## src/hw/memPkg.sv

```systemverilog
package memPkg;

    // instruction and data words
    typedef logic [31:0] word_t;

    // one RAM data lane
    typedef logic [7:0] byte_t;

    // byte count of one access
    typedef enum logic [2:0] {
        LEN_BYTE = 3'd1,
        LEN_HALF = 3'd2,
        LEN_WORD = 3'd4
    } accessLen_e;

    // current holder of the RAM port
    typedef enum logic [1:0] {
        OWNER_NONE = 2'd0,
        OWNER_DATA = 2'd1,
        OWNER_INST = 2'd2
    } memOwner_e;

endpackage

```

## src/hw/instFetch.sv

```systemverilog
`timescale 1ns/1ps

module instFetch #(
    parameter int addrWidth = 16
) (
    input  logic                 clk,
    input  logic                 rst,
    input  logic                 fetchEn,
    input  logic                 pcLoad,
    input  logic [addrWidth-1:0] pcValue,
    input  logic                 instDone,
    input  memPkg::word_t        instWord,
    output logic                 instReq,
    output logic [addrWidth-1:0] instAddr,
    output logic                 instValid,
    output memPkg::word_t        instOut,
    output logic [addrWidth-1:0] instPc,
    output logic                 bpValid,
    output memPkg::word_t        bpInst
);
    logic [addrWidth-1:0] pc;
    logic [addrWidth-1:0] redirectPc;
    logic                 reqActive;
    logic                 kill;

    assign instReq  = reqActive;
    assign instAddr = pc;

    // predictor tap sees the same instruction
    assign bpValid = instValid;
    assign bpInst  = instOut;

    always_ff @(posedge clk) begin
        if (rst) begin
            pc        <= '0;
            reqActive <= 1'b0;
            kill      <= 1'b0;
            instValid <= 1'b0;
        end else begin
            instValid <= instDone && !kill && !pcLoad;

            // request stays up until its done, then follows fetchEn
            if (!reqActive || instDone) begin
                reqActive <= fetchEn;
            end

            if (pcLoad && reqActive && !instDone) begin
                // address must stay stable, so finish the old fetch silently
                kill <= 1'b1;
            end else if (pcLoad) begin
                pc   <= pcValue;
                kill <= 1'b0;
            end else if (instDone) begin
                kill <= 1'b0;
                pc   <= kill ? redirectPc : pc + addrWidth'(4);
            end
        end
    end

    always_ff @(posedge clk) begin
        if (pcLoad) begin
            redirectPc <= pcValue;
        end
        if (instDone) begin
            instOut <= instWord;
            instPc  <= pc;
        end
    end

    pcAligned: assert property (@(posedge clk) disable iff (rst)
        instReq |-> instAddr[1:0] == 2'b00);

endmodule

```

## config.mk

```make
export PLATFORM = sky130hd
export DESIGN_NAME = instFetch
export DESIGN_NICKNAME = d
export VERILOG_FILES = /design/src/hw/memPkg.sv /design/src/hw/instFetch.sv
export SDC_FILE = /design/constraint.sdc
export NUM_CORES = 1
export LEC_CHECK = 0
export BUFFER_PORTS_ARGS = -buffer_cell sky130_fd_sc_hd__buf_2
export CAP_MARGIN = 25
export CORE_UTILIZATION = 40
export CTS_BUF_LIST = sky130_fd_sc_hd__clkbuf_8
export CTS_CLUSTER_SIZE = 14
export DETAILED_ROUTE_END_ITERATION = 12
export MAX_ROUTING_LAYER = met4
export PLACE_DENSITY = 0.7
export SLEW_MARGIN = 20
export SYNTH_ARGS = -nofsm -noshare
export SYNTH_HDL_FRONTEND = slang
export SYNTH_SLANG_ARGS = --single-unit
```

## constraint.sdc

```tcl
create_clock -name clk -period 1.7 [get_ports clk]
set_input_delay 0.34 -clock clk [delete_from_list [all_inputs] [get_ports clk]]
set_output_delay 0.34 -clock clk [all_outputs]
set_load 0.01 [all_outputs]
```

==> qor.csv <==
stage;metric;value;unit
sta;finalClockSkew;9.15;ps
power_and_ir_drop;total_power;4.35;mW
sta;setup_viol_count_final;0;
synth;synth_top_family_by_area;compound AO/OA/AOI/OAI gates;
cts;clockRootBuffer;clkbuf_8;
critical_path;cp-start-kind;register;
placement;place_congestion;0.820;
synth;synth.area.top_cells;edfxtp_1 57%, dfxtp_1 11%, buf_4 7.3%;
placement;io_buffer_count;151;
sta;worst_slew_pin_slew;476;ps
synth;post-synth-top-count-cell;edfxtp_1;
cts;cts_htree_levels;3;
global_routing;grt_start_max_net_pins;40;
synth;avgSynthCellArea;13.4;um^2
flow_run;cap_violations;0;
sta;tns;0;ps
die;start_util;41.2;%
die;die_w;94.0;um
sta;hold_viol_final;0;
cells_and_area;final_cell_count_no_fill;510;
synth;synth_largest_area_cell;edfxtp_1;
placement;dp_cells;494;
power_and_ir_drop;peakVddDrop;0.398;mV
drt;wl_met1;3300;um
drt;avgRoutedWirePerCell;15.1;um
cts;cts_inserted_buffers;9;
status;status;finished clean;
synth;synth-async-reset-ratio;0;%
die;io_pins;152;
synth;syn_inst;252;
sta;timing.hold.ws;144;ps
global_routing;grt_pass1_vias;2414;
critical_path;cp.arrival;1770;ps
drt;dr.max_layer_used;met4;
synth;synthAdderAreaFrac;0.369;%
power_and_ir_drop;leakagePower;1.88;nW
cells_and_area;syn2layout_area_growth;29.7;%
cells_and_area;stdcell_area;0.00439;mm^2
global_routing;antenna_found_initial;0;
synth;synth_seq_cells;83;
synth;synth-simple-area-share;10.1;%
global_routing;grt_first_pass_wirelength;11900;um
critical_path;crit_required;1940;ps
critical_path;critPathMaxFanout;5;
sta;rsz0062_at_grt;no;
sta;min_period;1530;ps
critical_path;path_class;register to register;
critical_path;path_cells;nand3_4, nor4_4, nor4_1, or4_1;
drt;route.met3.wl;489;um
synth;synth_xor_area_share;0;%
synth;synth_compound_area_share;11.5;%
sta;period_share;90.3;%
die;die_h;94.0;um
placement;dpl-instance-area;0.00420;mm^2
cells_and_area;drive_gt1_share;50.6;%
drt;first_iter_violations;108;
sta;slew_violations;0;
synth;syn_nets;306;
sta;max_freq;0.652;GHz
sta;slew-limit-headroom;68.3;%
synth;synthMuxAreaShare;0.887;%
synth;ys_seq_area_share;68.0;%
cts;clk_path_buf_depth;2;
drt;routed_wl;7700;um
cells_and_area;antenna_cells;0;
synth;netlist.area_leader.share;56.7;%
critical_path;worst_r2r_path_depth;4;
synth;synthTopCellsByCount;64 x edfxtp_1, 33 x buf_4, 19 x dfxtp_1;
min_path;hold_class;input port to register;
synth;synth-main-ff-cell;edfxtp_1;
drt;drc;0;
placement;hpwl;5900;um
global_routing;grt.total_usage;18.7;%
synth;synth_cell_type_count;45;
synth;syn_area;0.00339;mm^2
die;dieArea;0.00884;mm^2
drt;wl_met2;3780;um
drt;antenna_left;0;
synth;ys_warn_count;0;
power_and_ir_drop;power.density;991;mW/mm^2
cts;cts_tree;done;
global_routing;gr-total-overflow;0;
cts;clk_pin_slew;90;ps
cts;cts_hold_buf;0;
die;core_area;0.00822;mm^2
cells_and_area;nNetsFinal;454;
die;num_rows;33;
critical_path;critPathCaptureType;register;
cts;clk_latency;360;ps
critical_path;cp_slowest_stage_delay;510;ps
drt;first_pass_iters;4;
cts;cts.sink_count;83;
critical_path;slowest_stage;or4_1;
min_path;holdPathStages;1;
synth;synth_edf_count;64;
drt;via_per_inst;4.98;
drt;via_count;2540;
==> path summary, 6_finish.rpt <==
check | slack (ps) | start | to
worst min register to register | 470 | instAddr[1] | instPc[1]
worst max-delay path | 170 | instAddr[5] | instAddr[13]
worst min-delay path | 140 | instWord[25] | bpInst[25]
worst max register to register | 170 | instAddr[5] | instAddr[13]
==> cell usage in the layout (no fill, tap or decap), types with 2 or more instances in the layout <==
| master | count |
|---|---|
| inv_6 | 3 |
| nand4_1 | 2 |
| a21oi_1 | 7 |
| and2_1 | 2 |
| inv_1 | 6 |
| o221ai_1 | 2 |
| mux2i_1 | 3 |
| a211oi_1 | 3 |
| nand3_4 | 2 |
| buf_2 | 151 |
| o21a_1 | 2 |
| dfxtp_1 | 19 |
| nor4_1 | 5 |
| nor3_1 | 9 |
| edfxtp_1 | 64 |
| nor2b_1 | 3 |
| o21ai_0 | 11 |
| clkbuf_8 | 9 |
| nor2_1 | 11 |
| a22oi_1 | 3 |
| o22ai_1 | 3 |
| buf_4 | 29 |
| nand2_1 | 14 |
| a22o_1 | 5 |
| o211ai_1 | 3 |
| clkinvlp_4 | 2 |
| o31ai_1 | 2 |
| a31oi_1 | 4 |
| a221oi_1 | 3 |
| nand3_1 | 3 |
==> flip-flops by register name, summed over array words and instances (netlist names) <==
signal / cells
instPc: 16
bpInst: 32
instReq: 1
bpValid: 1
redirectPc: 16
kill: 1
instAddr: 16
==> cells by family (layout without fill, tap and decap cells) <==
logic type | after synthesis | count (layout)
buf+inv | 49 | 202
flops | 83 | 83
fa+ha+maj | 1 | 1
simple gates | 60 | 60
mux | 3 | 3
compound gates | 56 | 56
==> worst max-delay path: cells and delay by family, from the launching register on <==
| kind | cells | cell delay [ps] |
|---|---|---|
| AND/OR/NAND/NOR | 4 | 960 |
| flip-flops | 1 | 460 |
==> layout make-up <==
class / instances / area (um^2)
fillers: 766 / 3820
repair buffers: 180 / 973
multi-input cells: 120 / 781
flip-flops and latches: 83 / 2300
well taps: 105 / 131
inverters: 6 / 22.5
clock inverters: 7 / 57.6
clock buffers: 9 / 124
==> metal layers <==
metal	GRT usage, %	vias to the layer above
met4	9.10	0
met3	3.32	13
met2	30.2	121
met1	22.6	1184
li1	-	1222
met5	-	-
==> through the flow <==
stage                     utilization (%)  setup WS [ps]
after floorplan                         -           51.6
after global placement               51.2           64.3
after detailed placement             51.2           45.2
after CTS                            53.4            150
after global routing                 53.4           24.6
final                                53.4            165
==> power by group <==
part	internal [mW]	total, mW	switching [mW]
Combinational	0.262	0.587	0.324
Sequential	2.35	2.43	0.0786
Clock	0.553	1.33	0.782
==> repair_timing <==
item	4_1_cts	5_1_grt
setup endpoints to repair	0	1
resized for setup	0	1
buffers inserted	0	0
(Power assumes the default switching activity.)
