<file path="config.mk">
export PLATFORM = sky130hd
export DESIGN_NAME = memCtrl
export DESIGN_NICKNAME = d
export VERILOG_FILES = /design/src/hw/memPkg.sv /design/src/hw/memCtrl.sv
export SDC_FILE = /design/constraint.sdc
export NUM_CORES = 1
export LEC_CHECK = 0
export ABC_AREA = 1
export BUFFER_PORTS_ARGS = -buffer_cell sky130_fd_sc_hd__buf_4
export CAP_MARGIN = 20
export CORE_MARGIN = 10
export CORE_UTILIZATION = 49
export CTS_CLUSTER_DIAMETER = 60
export DETAILED_ROUTE_END_ITERATION = 12
export PLACE_DENSITY = 0.8
export SLEW_MARGIN = 20
export SYNTH_ARGS = -nofsm -noshare
export SYNTH_HDL_FRONTEND = slang
export SYNTH_SLANG_ARGS = --single-unit
</file>
<file path="constraint.sdc">
create_clock -name clk -period 8 [get_ports clk]
set_clock_uncertainty 0.2 [all_clocks]
set_input_delay 1.6 -clock clk [delete_from_list [all_inputs] [get_ports clk]]
set_output_delay 1.6 -clock clk [all_outputs]
set_load 0.01 [all_outputs]
</file>
<file path="src/hw/memPkg.sv">
package memPkg;

    // instruction and data words
    typedef logic [31:0] word_t;

    // one RAM data lane
    typedef logic [7:0] byte_t;

    // byte count of one access
    typedef enum logic [2:0] {
        LEN_BYTE = 3'd1,
        LEN_HALF = 3'd2,
        LEN_WORD = 3'd4
    } accessLen_e;

    // current holder of the RAM port
    typedef enum logic [1:0] {
        OWNER_NONE = 2'd0,
        OWNER_DATA = 2'd1,
        OWNER_INST = 2'd2
    } memOwner_e;

endpackage

</file>
<file path="src/hw/memCtrl.sv">
`timescale 1ns/1ps

module memCtrl #(
    parameter int addrWidth = 16
) (
    input  logic                 clk,
    input  logic                 rst,
    input  logic                 rdy,
    input  logic                 ioBufferFull,

    input  logic                 instReq,
    input  logic [addrWidth-1:0] instAddr,
    output logic                 instDone,
    output memPkg::word_t        instWord,

    input  logic                 dataReq,
    input  logic                 dataStore,
    input  memPkg::accessLen_e   dataLen,
    input  logic [addrWidth-1:0] dataAddr,
    input  memPkg::word_t        dataWdata,
    output logic                 dataDone,
    output memPkg::word_t        dataRdata,

    output logic                 ramWe,
    output logic [addrWidth-1:0] ramAddr,
    output memPkg::byte_t        ramWdata,
    input  memPkg::byte_t        ramRdata
);
    import memPkg::*;

    memOwner_e            owner;
    logic [2:0]           stage;
    logic [addrWidth-1:0] addrQ;
    accessLen_e           lenQ;
    logic                 storeQ;
    word_t                wordBuf;

    logic                 frozen;
    logic                 dataSel;
    logic                 instSel;
    logic                 curStore;
    accessLen_e           curLen;
    logic [2:0]           lastStoreStage;
    logic                 lastStore;
    logic                 lastLoad;
    logic                 lastInst;
    logic [addrWidth-1:0] baseAddr;
    logic [2:0]           addrOffset;
    logic [1:0]           lane;
    word_t                loadWord;

    assign frozen = !rdy || ioBufferFull;

    // in idle the request itself drives the RAM, data first
    assign dataSel = (owner == OWNER_DATA) || (owner == OWNER_NONE && dataReq);
    assign instSel = (owner == OWNER_INST) || (owner == OWNER_NONE && !dataReq && instReq);

    assign curStore = (owner == OWNER_NONE) ? dataStore : storeQ;
    assign curLen   = (owner == OWNER_NONE) ? dataLen : lenQ;

    assign lastStoreStage = curLen - 3'd1;
    assign lastStore      = dataSel && curStore && stage == lastStoreStage;
    assign lastLoad       = dataSel && !curStore && stage == curLen;
    assign lastInst       = instSel && stage == 3'd4;

    always_comb begin
        if (owner != OWNER_NONE) begin
            baseAddr = addrQ;
        end else if (dataReq) begin
            baseAddr = dataAddr;
        end else begin
            baseAddr = instAddr;
        end
    end

    // a frozen load keeps the awaited byte on ramRdata by re-reading it
    assign addrOffset = (frozen && stage != 3'd0) ? stage - 3'd1 : stage;
    assign ramAddr    = baseAddr + addrWidth'(addrOffset);

    assign ramWe    = !frozen && dataSel && curStore;
    assign ramWdata = dataWdata[{stage[1:0], 3'b000} +: 8];

    // byte from the previous cycle lands in lane stage-1
    assign lane = stage[1:0] - 2'd1;

    always_comb begin
        loadWord = wordBuf;
        loadWord[{lane, 3'b000} +: 8] = ramRdata;
    end

    assign dataDone  = !frozen && (lastStore || lastLoad);
    assign dataRdata = loadWord;
    assign instDone  = !frozen && lastInst;
    assign instWord  = loadWord;

    always_ff @(posedge clk) begin
        if (rst) begin
            owner <= OWNER_NONE;
            stage <= 3'd0;
        end else if (!frozen) begin
            case (owner)
                OWNER_NONE: begin
                    if (dataReq) begin
                        // single byte stores finish in the grant cycle
                        if (!lastStore) begin
                            owner <= OWNER_DATA;
                            stage <= 3'd1;
                        end
                    end else if (instReq) begin
                        owner <= OWNER_INST;
                        stage <= 3'd1;
                    end
                end
                OWNER_DATA: begin
                    if (lastStore || lastLoad) begin
                        owner <= OWNER_NONE;
                        stage <= 3'd0;
                    end else begin
                        stage <= stage + 3'd1;
                    end
                end
                OWNER_INST: begin
                    if (lastInst) begin
                        owner <= OWNER_NONE;
                        stage <= 3'd0;
                    end else begin
                        stage <= stage + 3'd1;
                    end
                end
                default: begin
                    owner <= OWNER_NONE;
                    stage <= 3'd0;
                end
            endcase
        end
    end

    // access attributes and byte buffer
    always_ff @(posedge clk) begin
        if (!frozen) begin
            if (owner == OWNER_NONE) begin
                addrQ   <= baseAddr;
                lenQ    <= dataReq ? dataLen : LEN_WORD;
                storeQ  <= dataReq && dataStore;
                wordBuf <= '0;
            end else begin
                wordBuf <= loadWord;
            end
        end
    end

    // a done pulse goes only to a requester still asking, never to both
    doneExclusive: assert property (@(posedge clk) disable iff (rst)
        !(dataDone && instDone) && (!dataDone || dataReq) && (!instDone || instReq));

    noInstWrite: assert property (@(posedge clk) disable iff (rst)
        ramWe |-> owner != OWNER_INST && dataReq && dataStore);

    legalLen: assert property (@(posedge clk) disable iff (rst)
        dataReq |-> dataLen inside {LEN_BYTE, LEN_HALF, LEN_WORD});

endmodule

</file>
==> results_dict.tcl <==
set metrics [dict create \
    tns_ps 0 \
    ys_ff_latch 57 \
    clk_root_buffer_cell "clkbuf_8" \
    synthAdderAreaFrac 0.0374 \
    ir_drop_mv 0.0842 \
    nets 783 \
    clock_path_buffers 2 \
    cts-buffers-inserted 9 \
    wl_mm 12.8 \
    cts_setup_buffers 0 \
    avgSynthCellArea_um2 7.65 \
    maxCapViolations 0 \
    n_antenna_cell 0 \
    critPathRequiredTime_ps 6200 \
    cp_top_family "simple AND/OR/NAND/NOR gates" \
    core_region_area_mm2 0.00830 \
    power_density_mw_per_mm2 181 \
    num_rows 33 \
    cts_resized 0 \
    status "completed" \
    crit_type "primary input to output port" \
    worst_pin_slew_ps 692 \
    timing.final.crit_share 0.762 \
    grt_max_degree 34 \
    synth_edf_count 52 \
    synth-seq-area-share 0.394 \
    clkLatencyLatePin_ps 340 \
    grt_pass1_wl_mm 20.5 \
    clk_pin_slew_ps 60 \
    final_cell_mix "buf_4, nand2_1, nor2_1, inv_1, edfxtp_1" \
    hp-class "flop to flop" \
    hpwlAfterDp_mm 10.1 \
    synthArstFlopShare 0 \
    nFillCells 693 \
    synth_ff_type "edfxtp_1" \
    path_cells "buf_4 > nor2_2 > buf_4 > inv_1 > o21ai_0 > nor2_1 > xor2_1 > ha_1 > nand3_1 > and2_1 > nor3_4 > nand3_1 > xnor2_1 > buf_4" \
    fp.dieH_um 113 \
    ios 173 \
    syn_area_mm2 0.00421 \
    slowest_delay_ps 380 \
    setup_viol 0 \
    yosysTopAreaCellShare 0.371 \
    via_per_inst 5.17 \
    synth_top_area_cell "edfxtp_1" \
    grt_pass1_vias 4277 \
    cp_max_fo 33 \
    die_x_um 113 \
    cts_htree_levels 3 \
    ant_nets 0 \
    slew_headroom 0.538 \
    ys_types 31 \
    die_area_mm2 0.0127 \
    yosys.area_share.simple 0.308 \
    fin_cells 799 \
    drt_first_iter_violations 326 \
    dr.pass1.iters 5 \
    synth_compound_area_frac 0.0834 \
    fin_crit_ps 6090 \
    yosys_warnings 0 \
    hold_buffers 0 \
    synth_cells 551 \
    end_kind "output port" \
    syn-num-nets 645 \
    areaGrowthSynthToFinish_pct 31.6 \
    gp_congestion 0.848 \
    groute.usage.overall 0.193 \
    cts_tree "built" \
    drive_gt1_frac 0.324 \
    crit_slowest_cell "buf_4" \
    grt_overflow 0 \
    synth_xor_area_frac 0.0374 \
    io_buffers 172 \
    cts_sinks 57 \
    vias 4131 \
    final_common_cell "buf_4" \
    cp.arrival_ps 4290 \
    muxShareOfSynthArea 0 \
    synth_top_family_by_area "simple AND/OR/NAND/NOR gates" \
    start_util 0.508 \
    hold_viol_final 0 \
    cpMostUsedCell "buf_4" \
    post-route-drc-count 0 \
    synth_area_leaders "edfxtp_1, nand2_1, buf_4" \
    routedWlPerCell_um 16.0 \
    timing.fmax_mhz 164 \
    rsz0062_at_grt "no" \
    p_leak_nw 2.77 \
    antenna_found_initial 0 \
    cp-start-kind "primary input" \
    drv_slew 0 \
    crit_buf_inv 4 \
    placed_cells 783 \
]
[where the power goes]
group / switching (mW) / internal [mW] / total (mW)
sequential: 0.00669 / 0.350 / 0.357
clock: 0.117 / 0.174 / 0.291
combinational: 0.207 / 0.150 / 0.358
[path summary, 6_finish.rpt]
check	startpoint	end	slack, ps	cells past startpoint
max reg2reg	stage[1]	wordBuf[23]	4990	7
max	ioBufferFull	ramAddr[9]	1910	14
min reg2reg	owner[1]	owner[1]	400	2
min	owner[1]	owner[1]	400	2
[sequential cells by signal (all words and copies together) (netlist names)]
| signal | cells |
|---|---|
| lenQ | 3 |
| wordBuf | 32 |
| owner | 2 |
| stage | 3 |
| addrQ | 16 |
| storeQ | 1 |
[per-layer routing]
layer  up-vias  global-route usage  part of all wire
met2       183               0.328              0.50
met1      1898               0.219              0.41
met5         -                   0                 0
li1       2027                   -                 -
met3        23              0.0644             0.077
met4         0              0.0719             0.021
[through the flow]
step	area, um^2	hold WS [ps]	power, mW	util	worst slack [ps]
detailed placement	5340	387	0.723	0.643	1900
global placement	5340	372	0.713	0.643	2030
floorplan	4210	331	0.581	-	1120
global route	5550	429	1.06	0.668	1640
finish	5550	398	1.00	0.668	1910
CTS	5550	401	1.01	0.668	1890
[cells in the mapped netlist (11+ instances only)]
cell / count
nand2_1: 143
nor2_1: 66
inv_1: 63
edfxtp_1: 52
buf_4: 33
nand3_1: 32
a21oi_1: 22
o21ai_0: 21
o22ai_1: 19
ha_1: 11
[final cells by class]
cell class	instances	area [um^2]	share of cell area
clock buffers	10	128	0.0230
clock inverters	6	82.6	0.0149
inverters	68	255	0.0460
multi-input cells	377	1970	0.355
flip-flops and latches	57	1660	0.300
well taps	105	131	0.0237
repair buffers	176	1320	0.238
[cell families (layout without fill, tap and decap cells)]
| family | count (synthesis) | in the layout |
|---|---|---|
| buffers and inverters | 117 | 260 |
| adders and majority gates | 12 | 12 |
| AOI/OAI and AO/OA | 64 | 64 |
| and+or+nand+nor | 283 | 283 |
| DFF | 57 | 57 |
| xor gates and xnor gates | 18 | 18 |
[worst register-to-register path: stages (launching register included)]
cell and delay [ps]:
dfxtp_1 710, inv_1 380, ha_1 560, nor2_1 200
nand3_1 290, o22ai_1 390, inv_1 70, nor2_1 90
(Power assumes the default switching activity.)
