File: config.mk
export PLATFORM = sky130hd
export DESIGN_NAME = loadStore
export DESIGN_NICKNAME = d
export VERILOG_FILES = /design/src/hw/memPkg.sv /design/src/hw/loadStore.sv
export SDC_FILE = /design/constraint.sdc
export NUM_CORES = 1
export LEC_CHECK = 0
export BUFFER_PORTS_ARGS = -buffer_cell sky130_fd_sc_hd__buf_2
export CAP_MARGIN = 0
export CORE_ASPECT_RATIO = 2
export CORE_MARGIN = 2
export CORE_UTILIZATION = 38
export CTS_CLUSTER_SIZE = 10
export DETAILED_ROUTE_END_ITERATION = 6
export PLACE_DENSITY = 0.83
export SLEW_MARGIN = 20
export SYNTH_ARGS = -nofsm -noshare
export SYNTH_HDL_FRONTEND = slang
export SYNTH_SLANG_ARGS = --single-unit
File: constraint.sdc
create_clock -name clk -period 2.88 [get_ports clk]
set_input_delay 0.288 -clock clk [delete_from_list [all_inputs] [get_ports clk]]
set_output_delay 0.288 -clock clk [all_outputs]
set_load 0.01 [all_outputs]
File: src/hw/memPkg.sv
package memPkg;

    // instruction and data words
    typedef logic [31:0] word_t;

    // one RAM data lane
    typedef logic [7:0] byte_t;

    // byte count of one access
    typedef enum logic [2:0] {
        LEN_BYTE = 3'd1,
        LEN_HALF = 3'd2,
        LEN_WORD = 3'd4
    } accessLen_e;

    // current holder of the RAM port
    typedef enum logic [1:0] {
        OWNER_NONE = 2'd0,
        OWNER_DATA = 2'd1,
        OWNER_INST = 2'd2
    } memOwner_e;

endpackage

File: src/hw/loadStore.sv
`timescale 1ns/1ps

module loadStore #(
    parameter int addrWidth = 16
) (
    input  logic                 clk,
    input  logic                 rst,

    input  logic                 cmdValid,
    input  logic                 cmdStore,
    input  memPkg::accessLen_e   cmdLen,
    input  logic [addrWidth-1:0] cmdAddr,
    input  memPkg::word_t        cmdData,
    output logic                 lsBusy,
    output logic                 lsDone,
    output memPkg::word_t        lsRdata,

    output logic                 dataReq,
    output logic                 dataStore,
    output memPkg::accessLen_e   dataLen,
    output logic [addrWidth-1:0] dataAddr,
    output memPkg::word_t        dataWdata,
    input  logic                 dataDone,
    input  memPkg::word_t        dataRdata
);
    logic pending;

    assign dataReq = pending;
    assign lsBusy  = pending;

    always_ff @(posedge clk) begin
        if (rst) begin
            pending <= 1'b0;
            lsDone  <= 1'b0;
        end else begin
            lsDone <= pending && dataDone;
            if (cmdValid) begin
                pending <= 1'b1;
            end else if (dataDone) begin
                pending <= 1'b0;
            end
        end
    end

    // held request and returned result
    always_ff @(posedge clk) begin
        if (cmdValid && !pending) begin
            dataStore <= cmdStore;
            dataLen   <= cmdLen;
            dataAddr  <= cmdAddr;
            dataWdata <= cmdData;
        end
        if (pending && dataDone) begin
            lsRdata <= dataStore ? '0 : dataRdata;
        end
    end

    noCmdWhileBusy: assert property (@(posedge clk) disable iff (rst)
        cmdValid |-> !pending);

endmodule

==> results of run 1 <==
stage by stage:
stage | power, mW | hold WS, ps | cells | cell area, um^2 | util
6_report | 2.68 | 128 | 409 | 4090 | 0.566
5_1_grt | 2.78 | 114 | 409 | 4090 | 0.566
4_1_cts | 2.72 | 114 | 409 | 4090 | 0.566
3_5_place_dp | 1.69 | 466 | 393 | 3810 | 0.528
3_3_place_gp | 1.68 | 462 | 393 | 3810 | 0.528
2_1_floorplan | 1.57 | 357 | 128 | 2830 | -
worst reg2reg max path, stage by stage, from the launching register on:
cell and delay (ps):
dfxtp_1 360, nor2_4 110, buf_4 500
cell type report:
cell class,count,area [um^2],share of cell area
clock buffers,10,229,0.0560
repair buffers,177,893,0.219
well taps,92,115,0.0282
multi-input cells,37,235,0.0576
clock inverters,6,46.3,0.0113
flip-flops and latches,86,2560,0.627
inverters,1,3.75,0.000919
kinds of logic after synthesis:
kind of cell    count (synthesis)  share of synthesized area
buf+inv                         5                     0.0120
simple gates                   36                     0.0789
flops                          86                      0.907
compound gates                  1                    0.00177
layout by cell type (no fill, tap or decap):
cell type / count
a21oi_1: 1
and2_1: 1
buf_2: 174
buf_4: 3
clkbuf_1: 1
clkbuf_16: 9
clkinv_2: 1
clkinv_4: 2
clkinvlp_4: 2
dfxtp_1: 2
edfxtp_1: 84
inv_1: 1
inv_6: 1
nand2b_1: 1
nor2_4: 1
nor2b_1: 33
report_power, final:
group | leakage, nW | internal (mW) | switching [mW]
Combinational | 0.791 | 0.0925 | 0.0995
Sequential | 0.815 | 1.45 | 0.0176
Clock | 0.129 | 0.587 | 0.438
registers in the layout, summed over array words and instances (netlist names):
register,cells
dataWdata,32
dataReq,1
dataAddr,16
dataStore,1
lsRdata,32
lsDone,1
dataLen,3
worst paths after layout:
kind         cells after the start                       to  slack [ps]
max reg2reg                      2  dataWdata[24]$_DFFE_PP_        1510
min reg2reg                      2     dataReq$_SDFFE_PP0P_         570
max                              1                dataStore        1300
min                              2     dataReq$_SDFFE_PP0P_         130
metal layers:
metal	track usage	wire length, um	vias up
li1	-	-	840
met1	0.136	1880	810
met2	0.243	3070	104
met3	0.0339	470	11
met4	0.0901	144	0
met5	0	0	-
==> impl_results.md, run 1 <==
- Cell Area, Synth: 0.00282 mm^2
- Syn nets: 216
- # rows: 44
- Cell Chain, Critical Path: buf_2
- Routability congestion estimate: 0.669
- CP max stage delay: 720 ps
- Worst Hold Class: input port to flip-flop
- Inserted Clock Buffers: 9
- Clock buffer depth: 2
- Leak Pwr: 1.74 nW
- Core Area: 0.00721 mm^2
- Die H: 126 um
- Post-synth EDFFs: 84
- Max VDD drop: 0.381 mV
- Area Overhead vs Synth: 44.7%
- RSZ-0062 raised after global routing: no
- DR vias: 1765
- Slew @ Worst Pin: 624 ps
- Warnings from Yosys: 0
- Final nets: 400
- Period utilization: 0.547
- CP Launch Type: flip-flop
- Max Freq: 635 MHz
- Vias per cell: 4.32
- CP endpoint kind: primary output
- Critical Path AT: 1290 ps
- Final worst path period need: 1580 ps
- Count leader, synth: edfxtp_1
- First-pass GRT wire length: 8.02 mm
- Largest cells by area after synthesis: edfxtp_1, nor2b_1, dfxtp_1, buf_4, and2_1
- Grt ovf: 0
- Dominant synthesized flop cell: edfxtp_1
- DRT Pass-1 Iters: 4
- Seq/Total Area, Yosys: 0.907
- Clock Sinks: 86
- # hold bufs at CTS: 0
- Initial antenna violation count: 0
- Post-synth top area share: 0.893
- IO Port Bufs: 174
- Final hold viol count: 0
- Ratio of cells with drive above 1 in the final layout: 0.609
- Pin count of the biggest net entering global routing: 53
- CP max stage cell: edfxtp_1
- Worst hold start: rst
- Setup ws final: 1300 ps
- CTS resizes: 0
- Reg2Reg Launch Point: dataReq$_SDFFE_PP0P_
- CP Class: flip-flop to primary output
- Chip width: 65.0 um
- Vias in the first global route: 1666
- Crit path buffers/inverters: 1
- DRT Wirelength: 5.56 mm
- Fin. max-slew vios: 0
- I/O Pins: 175
- ANT nets after route: 0
- # diodes: 0
- CP max FO: 19
- Final setup viols: 0
- Starting density of the core: 0.392
- TNS Setup: 0 ps
- Post-synthesis cell count: 128
- Library cells used by synthesis: 9
- Clk slew on worst S/H paths: 60 ps
- Avg Inst Size Synth: 22.1 um^2
- CTS tree: built
- Post-CTS Setup Bufs: 0
- Die area: 0.00818 mm^2
- # DRC: 0
- Synth async-reset ratio: 0
- Dpl hpwl: 4.31 mm
- Synth cell count leaders: edfxtp_1, nor2b_1, buf_4, dfxtp_1
- PwrDens: 656 mW/mm^2
- Status: complete, no violations
- CTS H-tree depth: 3
- Max-Slew Margin vs Limit: 0.584
- Placement Setup Slack: 1460 ps
- Flop and latch count out of synthesis: 86
- Avg WL per Cell: 13.6 um
- Worst EP required: 2590 ps
- Root Buffer: clkbuf_16
- Clock latency on the worst-skew pair: 320 ps
- DRT iter0 DRCs: 111
- Clock Skews: 6.38 ps
- Maxcap violations: 0
- Worst Setup SP: dataStore$_DFFE_PP_
- Fillers: 584
- Largest area contributor in the netlist: edfxtp_1
- Total GRT Usage: 0.137
- Crit path max-delay family: flip-flops
(Power assumes the default switching activity.)
==> run 2, diff against run 1 <==
==> constraint.sdc (replaced) <==
create_clock -name clk -period 1.3 [get_ports clk]
set_input_delay 0.13 -clock clk [delete_from_list [all_inputs] [get_ports clk]]
set_output_delay 0.13 -clock clk [all_outputs]
set_load 0.01 [all_outputs]
==> impl_results.md, run 2 (same netlist as run 1, synthesis figures left out) <==
- Status: complete, no violations
- Reg2Reg Launch Point: dataReq$_SDFFE_PP0P_
- Ratio of cells with drive above 1 in the final layout: 0.528 (-0.0804)
- Post-CTS Setup Bufs: 0 (unchanged)
- Grt ovf: 0 (unchanged)
- Max-Slew Margin vs Limit: 0.825 (+0.241)
- Reg2reg path depth: 2 (unchanged)
- Clock Power Share: 0.374 (-0.008)
- Dpl hpwl: 4.47 mm (+3.9%)
- Starting density of the core: 0.392 (unchanged)
- Leak Pwr: 1.97 nW (+13%)
- Commonest non-fill, non-tap cells in the layout: buf_2, edfxtp_1, dlygate4sd3_1
- Met1 Routed Length: 2.25 mm (+20%)
- Max Freq: 829 MHz
- Pin count of the biggest net entering global routing: 53 (unchanged)
- Area Overhead vs Synth: 64.9%
- Final hold viol count: 0 (unchanged)
- Top Registers: dataWdata x32, lsRdata x32, dataAddr x16
- Initial antenna violation count: 0 (unchanged)
- Clock Sinks: 86 (unchanged)
- Clock Skews: 4.96 ps (-1.42 ps)
- Most common cell after layout, fill and taps aside: buf_2
- CP max stage delay: 410 ps (-310 ps)
- I/O Pins: 175 (unchanged)
- Fin. max-slew vios: 0 (unchanged)
- RSZ-0062 raised after global routing: no
- Clock buffer depth: 2 (unchanged)
- Worst r2r dst: lsRdata[23]$_SDFFCE_PP0P_
- CP max FO: 33 (+14)
- ANT nets after route: 0 (unchanged)
- DRT Pass-1 Iters: 4 (unchanged)
- First-pass GRT wire length: 10.1 mm (+26%)
- Clk slew on worst S/H paths: 60 ps (about the same)
- Routability congestion estimate: 0.721 (+7.7%)
- Hold endpoint: dataReq$_SDFFE_PP0P_
- Total GRT Usage: 0.174 (+0.0366)
- Worst hold start: dataDone
- Core Area: 0.00721 mm^2 (unchanged)
- Setup slack, reg-to-reg: 210 ps (-1300 ps)
- CP max stage cell: edfxtp_1
- Root Buffer: clkbuf_16
- CP Launch Type: flip-flop
- Inserted Clock Buffers: 9 (unchanged)
- Vias in the first global route: 2031 (+22%)
- CTS tree: built
- Die area: 0.00818 mm^2 (unchanged)
- Chip width: 65.0 um (unchanged)
- Metal3 WL: 617 um (+31%)
- Worst Hold Class: input port to flip-flop
- Period utilization: 0.928
- IO Port Bufs: 174 (unchanged)
- Final setup viols: 0 (unchanged)
- Finished Core Util: 0.646 (+0.0791)
- Worst EP required: 1170 ps (-1420 ps)
- Flop pwr share: 0.529 (-0.017)
- Cell Chain, Critical Path: buf_12 -> buf_2
- Crit path max-delay family: flip-flops
- Net switching power: 1.30 mW (+130%)
- Critical Path AT: 1080 ps (-210 ps)
- Placed cell areas: 0.00385 mm^2 (+1.1%)
- # rows: 44 (unchanged)
- Non-Filler Instances: 461 (+13%)
- Clock latency on the worst-skew pair: 330 ps (about the same)
- Final nets: 453 (+13%)
- Slew @ Worst Pin: 263 ps (-361 ps)
- Hold-critical path depth: 3 (+1)
- CP Class: flip-flop to primary output
- Avg WL per Cell: 15.2 um (+12%)
- Switching share of power: 0.212 (+0.00551)
- PwrDens: 1310 mW/mm^2 (+100%)
- Max Used Layer: met4
- Final instance area: 0.00466 mm^2 (+14%)
- Final worst path period need: 1210 ps
- DR vias: 2027 (+15%)
- Comb power frac: 0.097 (+0.025)
- Max VDD drop: 0.936 mV (+150%)
- CTS H-tree depth: 3 (unchanged)
- # placed instances: 393 (unchanged)
- Met2 Routed Length: 3.97 mm (+29%)
- DRT Wirelength: 7.03 mm (+26%)
- Pint: 4.82 mW (+130%)
- # DRC: 0 (unchanged)
- # diodes: 0 (unchanged)
- CP endpoint kind: primary output
- Maxcap violations: 0 (unchanged)
- Vias per cell: 4.40 (+1.9%)
- Die H: 126 um (unchanged)
- Crit path buffers/inverters: 2 (+1)
- DRT iter0 DRCs: 141 (+27%)
## run 2: worst max path at each step
stage	from	endpoint	slack, ps	depth (start not counted)
floorplan	dataReq$_SDFFE_PP0P_	dataAddr[0]$_DFFE_PP_	-230	1
global placement	dataReq$_SDFFE_PP0P_	lsRdata[17]$_SDFFCE_PP0P_	260	2
detailed placement	dataReq$_SDFFE_PP0P_	lsRdata[18]$_SDFFCE_PP0P_	210	2
CTS	dataStore$_DFFE_PP_	dataStore	80	2
global route	dataStore$_DFFE_PP_	dataStore	50	2
finish	dataStore$_DFFE_PP_	dataStore	90	2
## run 2: power by group through the flow
| stage | sequential (mW) | clock, mW | combinational (mW) |
|---|---|---|---|
| 3_3_place_gp | 3.29 | 0 | 0.447 |
| 4_1_cts | 3.23 | 2.33 | 0.583 |
| 6_report | 3.24 | 2.29 | 0.590 |
| 3_5_place_dp | 3.29 | 0 | 0.460 |
| 5_1_grt | 3.25 | 2.47 | 0.635 |
| 2_1_floorplan | 3.37 | 0 | 0.100 |
## run 2: what timing repair did
action                    in CTS  in global routing
hold endpoints to repair      53                  1
gates resized for setup        0                  0
hold buffers                  52                  1
## run 2: cell type report
class / count / area [um^2]
Clock buffer: 9 / 225
Multi-Input combinational cell: 37 / 236
Sequential cell: 86 / 2560
Fill cell: 539 / 2560
Inverter: 1 / 3.75
Tap cell: 92 / 115
Clock inverter: 6 / 50.0
Timing Repair Buffer: 230 / 1460
## run 2: metrics by stage
| step | hold WS, ps | setup TNS, ps | power, mW | setup WS [ps] |
|---|---|---|---|---|
| after detailed placement | 308 | 0 | 3.75 | 209 |
| after CTS | 8.10 | 0 | 6.15 | 76.2 |
| after floorplan | 192 | -11850 | 3.47 | -228 |
| after global placement | 307 | 0 | 3.73 | 259 |
| after global routing | 83.5 | 0 | 6.35 | 53.2 |
| final | 73.8 | 0 | 6.12 | 93.7 |
## run 2: worst register-to-register path, cell delays in order (launching register included)
cell     delay, ps
dfxtp_2        380
and2_2         190
buf_12         210
## run 2: routing by layer
layer / vias to the layer above / GRT usage
met5: - / 0
met4: 0 / 0.0926
met3: 14 / 0.0420
met2: 124 / 0.321
met1: 943 / 0.170
li1: 946 / -
